$ cat src/spi_consts.svh
`ifndef SPI_CONSTS_SVH
`define SPI_CONSTS_SVH

// frame format seen on the SPI pins
`define SPI_FRAME_W  16 // bits per ss low period
`define SPI_ADDR_W   3  // register address field
`define SPI_DATA_W   8  // register width

// register map
`define SPI_NUM_REGS 8  // total addressable registers
`define SPI_NUM_CTRL 6  // writable ones, from address 0 up

// everything above NUM_CTRL is read-only status
// frame bits left over between address and data are reserved

`endif

$ cat src/spi_pkg.sv
`include "spi_consts.svh"

package spi_pkg;

  typedef logic [`SPI_DATA_W-1:0] spi_data_t; // one register value
  typedef logic [`SPI_ADDR_W-1:0] spi_addr_t; // register index

  // received frame, msb first on the wire
  typedef struct packed {
    logic                                            wr;    // 1 = write
    spi_addr_t                                       addr;  // target register
    logic [`SPI_FRAME_W-`SPI_ADDR_W-`SPI_DATA_W-2:0] rsvd;  // ignored
    spi_data_t                                       wdata; // write payload
  } spi_cmd_t;

  // answer shifted out during the following frame
  typedef struct packed {
    logic                                            wr;    // echo of write flag
    spi_addr_t                                       addr;  // echo of address
    logic [`SPI_FRAME_W-`SPI_ADDR_W-`SPI_DATA_W-2:0] zero;  // always 0
    spi_data_t                                       rdata; // value after the command
  } spi_reply_t;

  // control bank, entry i is register i
  typedef spi_data_t [`SPI_NUM_CTRL-1:0] spi_ctrl_t;

  // status words, entry 0 answers the first address past the control bank
  typedef spi_data_t [`SPI_NUM_REGS-`SPI_NUM_CTRL-1:0] spi_status_t;

endpackage

$ cat src/spi_fe.sv
`timescale 1ns/1ps
`include "spi_consts.svh"

module spi_fe (
  input  logic                clk,
  input  logic                rst,
  input  logic                sclk,      // serial clock from master, mode 0
  input  logic                ss,        // slave select, active low
  input  logic                mosi,      // master out slave in
  output logic                miso,      // master in slave out, never tri-stated
  input  spi_pkg::spi_reply_t reply,     // sampled at frame start
  output spi_pkg::spi_cmd_t   cmd,       // last received word
  output logic                cmd_valid  // one-cycle strobe per complete frame
);

  import spi_pkg::*;

  localparam int CNT_W = $clog2(`SPI_FRAME_W) + 1; // headroom to see long frames

  logic [2:0]       sclk_q;    // [1:0] sync, [2] edge flop
  logic [2:0]       ss_q;      // same layout as sclk_q
  logic [1:0]       mosi_q;    // data delayed like sclk
  logic             sclk_rise; // registered edge strobes
  logic             sclk_fall;
  logic             ss_rise;
  logic             ss_fall;
  logic             ss_low;    // frame in progress
  logic [CNT_W-1:0] bit_cnt;   // sclk rises seen this frame
  spi_cmd_t         rx_q;      // receive shifter
  spi_reply_t       tx_q;      // transmit shifter

  // pin synchronizers, idle bus is ss high and sclk low
  always_ff @(posedge clk) begin
    if (rst) begin
      sclk_q <= '0;
      ss_q   <= '1;
    end else begin
      sclk_q <= {sclk_q[1:0], sclk};
      ss_q   <= {ss_q[1:0], ss}; // sampled every clk
    end
  end

  always_ff @(posedge clk) begin
    mosi_q <= {mosi_q[0], mosi}; // stable around sclk rise
  end

  // edges are flagged one cycle after the edge flop, three after the pin
  always_ff @(posedge clk) begin
    if (rst) begin
      sclk_rise <= 1'b0;
      sclk_fall <= 1'b0;
      ss_rise   <= 1'b0;
      ss_fall   <= 1'b0;
    end else begin
      sclk_rise <= sclk_q[1] & ~sclk_q[2];
      sclk_fall <= ~sclk_q[1] & sclk_q[2];
      ss_rise   <= ss_q[1] & ~ss_q[2];
      ss_fall   <= ~ss_q[1] & ss_q[2];
    end
  end

  assign ss_low = ~ss_q[2]; // low already when ss_fall fires

  // bit counter, saturates so long frames never wrap back to 16
  always_ff @(posedge clk) begin
    if (rst) begin
      bit_cnt <= '0;
    end else if (ss_fall) begin
      bit_cnt <= '0;
    end else if (ss_low && sclk_rise && bit_cnt != '1) begin
      bit_cnt <= bit_cnt + 1'b1;
    end
  end

  // mosi sampled on sclk rise, msb first
  always_ff @(posedge clk) begin
    if (ss_low && sclk_rise) begin
      rx_q <= {rx_q[`SPI_FRAME_W-2:0], mosi_q[1]};
    end
  end

  // reply loaded at frame start, advanced on sclk fall
  always_ff @(posedge clk) begin
    if (rst) begin
      tx_q <= '0;
    end else if (ss_fall) begin
      tx_q <= reply;
    end else if (ss_low && sclk_fall) begin
      tx_q <= {tx_q[`SPI_FRAME_W-2:0], 1'b0};
    end
  end

  // only exact-length frames go on to the register block
  always_ff @(posedge clk) begin
    if (rst) begin
      cmd_valid <= 1'b0;
    end else begin
      cmd_valid <= ss_rise && (bit_cnt == CNT_W'(`SPI_FRAME_W));
    end
  end

  assign cmd  = rx_q;                  // holds until the next frame shifts
  assign miso = tx_q[`SPI_FRAME_W-1];  // master samples on its sclk rise

endmodule

$ cat src/spi_regs.sv
`timescale 1ns/1ps
`include "spi_consts.svh"

module spi_regs (
  input  logic                 clk,
  input  logic                 rst,
  input  spi_pkg::spi_cmd_t    cmd,       // valid with cmd_valid
  input  logic                 cmd_valid, // strobe, taken in one cycle
  input  spi_pkg::spi_status_t status,    // read-only words, live
  output spi_pkg::spi_ctrl_t   ctrl,      // control registers out
  output spi_pkg::spi_reply_t  reply      // answer for the next frame
);

  import spi_pkg::*;

  localparam int NUM_STAT = `SPI_NUM_REGS - `SPI_NUM_CTRL; // status words

  logic [`SPI_NUM_CTRL-1:0] wr_sel;  // one-hot write enable
  spi_data_t                rdata;   // register value after the command
  spi_reply_t               reply_d; // reply for the current command

  // address decode for the control bank
  always_comb begin
    wr_sel = '0;
    for (int i = 0; i < `SPI_NUM_CTRL; i++) begin
      wr_sel[i] = cmd.wr && (cmd.addr == spi_addr_t'(i));
    end
  end

  // read mux, a write shows its own data
  always_comb begin
    rdata = '0;
    for (int i = 0; i < `SPI_NUM_CTRL; i++) begin
      if (cmd.addr == spi_addr_t'(i)) begin
        rdata = cmd.wr ? cmd.wdata : ctrl[i];
      end
    end
    for (int i = 0; i < NUM_STAT; i++) begin
      if (cmd.addr == spi_addr_t'(`SPI_NUM_CTRL + i)) begin
        rdata = status[i]; // status sampled in the cmd_valid cycle
      end
    end
  end

  // reply echoes the command header
  always_comb begin
    reply_d       = '0;
    reply_d.wr    = cmd.wr;
    reply_d.addr  = cmd.addr;
    reply_d.zero  = '0;
    reply_d.rdata = rdata;
  end

  // control bank, writes above the bank fall through wr_sel
  always_ff @(posedge clk) begin
    if (rst) begin
      ctrl <= '0;
    end else if (cmd_valid) begin
      for (int i = 0; i < `SPI_NUM_CTRL; i++) begin
        if (wr_sel[i]) begin
          ctrl[i] <= cmd.wdata;
        end
      end
    end
  end

  // reply updates together with ctrl
  always_ff @(posedge clk) begin
    if (rst) begin
      reply <= '0; // first frame after reset reads zeros
    end else if (cmd_valid) begin
      reply <= reply_d;
    end
  end

endmodule

$ cat src/spi_slave.sv
`timescale 1ns/1ps
`include "spi_consts.svh"

module spi_slave (
  input  logic                 clk,
  input  logic                 rst,
  input  logic                 sclk,   // SPI clock, at most clk/8
  input  logic                 ss,     // active low frame select
  input  logic                 mosi,
  output logic                 miso,
  input  spi_pkg::spi_status_t status, // read back at the top addresses
  output spi_pkg::spi_ctrl_t   ctrl    // writable register bank
);

  import spi_pkg::*;

  spi_cmd_t   cmd;       // word from the front end
  logic       cmd_valid; // full 16-bit frame seen
  spi_reply_t reply;     // loaded into miso shifter at ss fall

  // pin side, oversampled by clk
  spi_fe spi_fe_inst (
    .clk       (clk),
    .rst       (rst),
    .sclk      (sclk),
    .ss        (ss),
    .mosi      (mosi),
    .miso      (miso),
    .reply     (reply),
    .cmd       (cmd),
    .cmd_valid (cmd_valid)
  );

  // register bank and reply builder
  spi_regs spi_regs_inst (
    .clk       (clk),
    .rst       (rst),
    .cmd       (cmd),
    .cmd_valid (cmd_valid),
    .status    (status),
    .ctrl      (ctrl),
    .reply     (reply)
  );

endmodule

$ cat config.mk
export PLATFORM = sky130hd
export DESIGN_NAME = spi_slave
export DESIGN_NICKNAME = d
export VERILOG_FILES = /design/src/spi_pkg.sv /design/src/spi_fe.sv /design/src/spi_regs.sv /design/src/spi_slave.sv
export VERILOG_INCLUDE_DIRS = /design/src
export SDC_FILE = /design/constraint.sdc
export NUM_CORES = 1
export LEC_CHECK = 0
export BUFFER_PORTS_ARGS = -buffer_cell sky130_fd_sc_hd__clkbuf_2
export CORE_ASPECT_RATIO = 0.75
export CORE_MARGIN = 1
export CORE_UTILIZATION = 54
export CTS_BUF_LIST = sky130_fd_sc_hd__clkbuf_2 sky130_fd_sc_hd__clkbuf_4 sky130_fd_sc_hd__clkbuf_8
export CTS_CLUSTER_DIAMETER = 200
export DETAILED_ROUTE_END_ITERATION = 10
export PLACE_DENSITY = 0.81
export SLEW_MARGIN = 25
export SYNTH_ARGS = -nofsm -noshare
export SYNTH_HDL_FRONTEND = slang
export SYNTH_HIERARCHICAL = 1
export SYNTH_SLANG_ARGS = --single-unit
export TNS_END_PERCENT = 30
$ cat constraint.sdc
create_clock -name clk -period 1.6 [get_ports clk]
set_input_delay 0.32 -clock clk [delete_from_list [all_inputs] [get_ports clk]]
set_output_delay 0.32 -clock clk [all_outputs]
set_load 0.05 [all_outputs]
* Word level (Yosys, flattened, before mapping)
Cells that the tools add are included.
** Cells by class
- Add/sub/neg operators :: 1
- Equal/unequal tests :: 9
- Mux-type cells :: 16
- Bitwise gates (word level) :: 8
- Reductions and logical operators :: 19
** Operator list (number)
- $mux W8 :: 14
- $mux W16 :: 2
- $eq A3 B3 Y1 const B :: 4
- $reduce_and A2 Y1 :: 6
- $logic_and A1 B1 Y1 :: 10
- $eq A3 B2 Y1 const B :: 2
- $add A5 B1 Y5 const B :: 1
- $eq A5 B5 Y1 const B :: 1
- $ne A5 B5 Y1 const B :: 1
- $and A1 B1 Y1 :: 4
- $not A1 Y1 :: 4
- $eq A3 B1 Y1 const B :: 1
- $logic_not A3 Y1 :: 1
- $reduce_bool A2 Y1 :: 1
- $reduce_or A2 Y1 :: 1
** Storage, ports and cells
- Flip-flop bits (word level) :: 110
- Input bits :: 21
- Output and inout bits :: 49
- Word-level logic and storage cells :: 79

* Longest topological paths before layout
- Depth in word-level cells :: 9
- Gate-level depth with buffers :: 6
- Mapped depth without buffers :: 6

* Cells and area by module
Netlist, hierarchy kept.
** Modules (own cells, without submodules)
- spi_regs :: times used 1, cells an instance 370, area an instance 3225.6 um^2, seq. area each 1201.2 um^2
- spi_fe :: times used 1, cells an instance 159, area an instance 1933.1 um^2, seq. area each 1161.1 um^2

* Worst setup path after synthesis
No wires, ideal clock.
- Path kind :: reg-to-reg
- From :: register spi_fe_inst.bit_cnt[0]
- To :: register spi_fe_inst.bit_cnt[3]
- Setup time :: 0.121 ns
- Arrival :: 1.585 ns
- Data required time :: 1.479 ns
- Path slack :: -0.105 ns
- Stages on the path, launching flop included :: 7
- Buffers on the path :: 0
- Period minus slack after synthesis :: 1.705 ns
- Path through :: dfxtp_1 ha_1 and3_1 ha_1 nor3b_2 nand4_1 mux2_2
** Between the ends
- Cells in the longest elaborated chain, start to end :: 2
- Elaborated cells on any way between the ends :: 3
- Classes of those cells :: add/sub (1); eq/ne (1); reduce/logical (1)
** Ends and longest elaborated chain
- start: declaration :: line spi_fe.sv:28 : logic [CNT_W-1:0] bit_cnt;
- start signal: assignment :: line spi_fe.sv:71 : bit_cnt <= bit_cnt + 1'b1;
- branches (longest 2 deep; another with $add A5 B1 Y5)
Parallel ways; which one is timed is not known.
A chain may end at the register's enable or synchronous reset.

* Worst setup path in the final report
- From :: register spi_fe_inst.rx_q, in the netlist spi_fe_inst/cmd[12]
- To :: register, netlist name spi_regs_inst/reply[6]
** Between the ends
- Cells in the longest elaborated chain, start to end :: 9
- Elaborated cells on any way between the ends :: 16
- Classes of those cells :: eq/ne (7); mux (8); reduce/logical (1)
** Ends and longest elaborated chain
- start: declaration :: line spi_fe.sv:29 : spi_cmd_t rx_q;
- start signal: assignment :: line spi_fe.sv:78 : rx_q <= {rx_q[`SPI_FRAME_W-2:0], mosi_q[1]};
- $logic_not A3 Y1 :: line spi_regs.sv:34 : if (cmd.addr == spi_addr_t'(i)) begin
- $mux W8 (6 in a row) :: line spi_regs.sv:34
- $mux W8 :: line spi_regs.sv:39 : if (cmd.addr == spi_addr_t'(`SPI_NUM_CTRL + i)) begin
- $mux W8 * :: line spi_regs.sv:39
Mark *: on every way between the ends. The rest lies on a longest branch, timed or not.

==> run metrics <==
clk sinks 110; Fill cells 749; Cells after Synth 529; die footprint 9950 µm²; R2R Path Start spi_fe_inst/cmd[12]$_DFFE_PP_; VDD IR max 638 µV; CP Max Fanout 42; Vias 4,430; vias in the first global route 3,929; minimum clock period 1.61 ns; Starting Density 0.563; Hold Buf Count CTS 0; Synth Warn # 6; Max Cap Viol 0; number of flops mapped to enable cells by yosys 16; Post-Syn Area per Cell 9.75 µm²; post-route cell area 5950 µm²; Cell Area, Placed 5700 µm²; GRT Overall Usage 0.268; hpwl dp 8.88 mm; CP Cell Sequence buf_12 -> mux2i_1 -> a221oi_1 -> buf_4 -> a31o_2; routed wire length 13.1 mm; Crit-path slowest cell edfxtp_1; top cells by area, synth dfxtp_1 (36%), edfxtp_1 (9.3%), a21oi_1 (6.2%); slack of the critical path -0.0122 ns; Placed Cells 714; Hold Path End spi_fe_inst/mosi_q[0]$_DFF_P_; hold wc startpoint mosi; CP required 1.92 ns; largest family of logic cells by synthesized area compound AO/OA/AOI/OAI gates; io pins 70; CP arrival 1.93 ns; final setup fails 1; CTS tree done; Worst Setup Start Kind flip-flop; Synth Area in Simple Gates 0.152; Die Y 86.6 µm; skew final 0.0117 ns; Max Freq 620 MHz; FF+latch count, synth 110; most frequent cell after synthesis dfxtp_1; Slew Limit Fails 0; largest net degree at the start of global routing 42; global-route wire length before repair 20.2 mm; H-tree levels 3; diode count 0; clock buffer count from CTS 9; Post-Syn Area 5160 µm²; final non-filler cell total 731; worst r2r path cells 5; pre-CTS setup slack 0.0292 ns; first-pass iteration count of the detailed router 5; root cell of the clock tree clkbuf_8; failing checks negative setup slack; DRC 0; Synth Area in XOR/XNOR 0.00340; Clk pin slew, worst setup/hold paths 0.10 ns; RePlAce Congestion 0.885; commonest cells in the netlist dfxtp_1 (94), a21oi_1 (64), o21ai_0 (49), nand3_1 (48), mux2i_1 (30); hold depth 1; Post-synth ARST share 0; core area 9160 µm²; P&R area growth vs syn 15.3%; Synth top area share 0.365; Worst Setup Path Type flip-flop to flip-flop; FF-to-FF End spi_regs_inst/reply[6]$_SDFFE_PP0P_; RSZ-0062 raised after global routing yes; DIE WIDTH 115 µm; post-synthesis sequential area ratio 0.458; mux cell area share after synthesis 0.0997; port bufs 69; setup slack, reg-to-reg -0.01 ns; global route overflow 0; worst hold path type primary input to flip-flop; final hold vios 0; post-synthesis compound-gate area fraction 0.197; PD cells 791 nW/µm²; Lkg Pwr 0.00226 µW; CP peak stage delay 0.45 ns; area share of fa/ha/maj cells after synthesis 0.00728; share of layout cells above drive strength 1 0.272; ys flop type dfxtp_1; initial antenna violation count 0; # rows 30; Unique masters post-synth 51; CP Capture Type flip-flop; setup_tns -0.0122 ns; leading area contributor after synthesis dfxtp_1; Buf/Inv on CP 2; fin nets 622; WL/cell 17.9 µm; DR vias/cell 6.06; fin crit share 1.01; 1st-iter DRT viols 370; status complete, but fails checks; Clk Latency, worst-skew pair 0.37 ns; CP delay by family, top compound AO/OA/AOI/OAI gates; Util after Layout 0.649; clock buffer depth 2; antenna violation net count after detailed routing 0
-- timing repair --
action / 4_1_cts / 5_1_grt
setup endpoints to repair: 1 / 31
gates cloned: 0 / 1
pin swaps: 0 / 3
resized for setup: 1 / 13
buffers inserted: 0 / 0
-- cell families (layout without fill, tap and decap cells) --
logic type                 Yosys count  in the layout
xor gates and xnor gates             2              2
AOI/OAI and AO/OA                  167            167
and+or+nand+nor                    124            125
adders and majority gates            3              3
buffers and inverters               76            146
DFF                                110            110
muxes                               46             46
other                                1              4
-- per-stage QoR --
stage          hold slack [ns]  total power, µW
5_1_grt                 0.0145             4840
6_report                0.0389             4700
3_5_place_dp             0.329             3040
4_1_cts                 0.0217             4730
3_3_place_gp             0.312             3040
2_1_floorplan            0.310             3000
-- layout make-up --
cell class                      instances  area [µm²]  area share
Clock buffer                           13         154      0.0259
Clock inverter                          3        46.3     0.00778
Inverter                               21        78.8      0.0133
Multi-Input combinational cell        347        2460       0.413
Sequential cell                       110        2360       0.398
Tap cell                              128         160      0.0269
Timing Repair Buffer                  109         687       0.116
-- worst max path at each step --
stage	startpoint	endpoint	slack, ns	depth (start not counted)
finish	spi_fe_inst/cmd[12]$_DFFE_PP_	spi_regs_inst/reply[6]$_SDFFE_PP0P_	-0.01	5
global route	spi_fe_inst/cmd[12]$_DFFE_PP_	spi_regs_inst/reply[6]$_SDFFE_PP0P_	-0.03	5
CTS	spi_fe_inst/cmd[12]$_DFFE_PP_	spi_regs_inst/ctrl[5]$_SDFFE_PP0P_	0.007	4
detailed placement	spi_fe_inst/cmd[12]$_DFFE_PP_	spi_regs_inst/ctrl[5]$_SDFFE_PP0P_	0.03	4
global placement	spi_fe_inst/bit_cnt[0]$_SDFFE_PP0P_	spi_fe_inst/bit_cnt[3]$_SDFFE_PP0P_	0.08	6
floorplan	spi_fe_inst/bit_cnt[0]$_SDFFE_PP0P_	spi_fe_inst/bit_cnt[3]$_SDFFE_PP0P_	-0.05	6
-- registers in the layout (all words and copies together) (netlist names), 2 cells and up --
signal and count:
spi_regs_inst/ctrl 48, spi_fe_inst/cmd 16, spi_fe_inst/tx_q 15, spi_regs_inst/reply 12, spi_fe_inst/bit_cnt 5, spi_fe_inst/sclk_q 3
spi_fe_inst/ss_q 3, spi_fe_inst/mosi_q 2
-- power by group --
group          total, µW  switching, µW  internal [µW]  leakage [µW]
registers           2830           11.9           2820      0.000905
clock network       1720            918            803      0.000102
logic                153           81.4           71.7       0.00125
total               4700           1010           3690       0.00226
-- per-layer routing --
layer  track usage  part of all wire
met5             0                 0
met4        0.0968             0.019
met3        0.0692              0.10
met2         0.408              0.46
met1         0.368              0.42
-- placed cells by master (no fill, tap or decap), drive strengths merged, types with 2 or more instances in the layout --
cell type / n
a21oi: 64
a221o: 7
a22o: 7
a41oi: 7
and3: 2
and4b: 2
buf: 40
clkbuf: 82
conb: 4
dfxtp: 94
edfxtp: 16
ha: 3
inv: 22
mux2: 16
mux2i: 30
nand2: 9
nand2b: 3
nand3: 48
nand3b: 2
nand4: 2
nand4b: 8
nand4bb: 7
nor2: 13
nor2b: 6
nor3b: 11
nor4bb: 2
o21a: 22
o21ai: 49
o31ai: 7
or2: 4
or3b: 3
xnor2: 2
(Power assumes the default switching activity.)
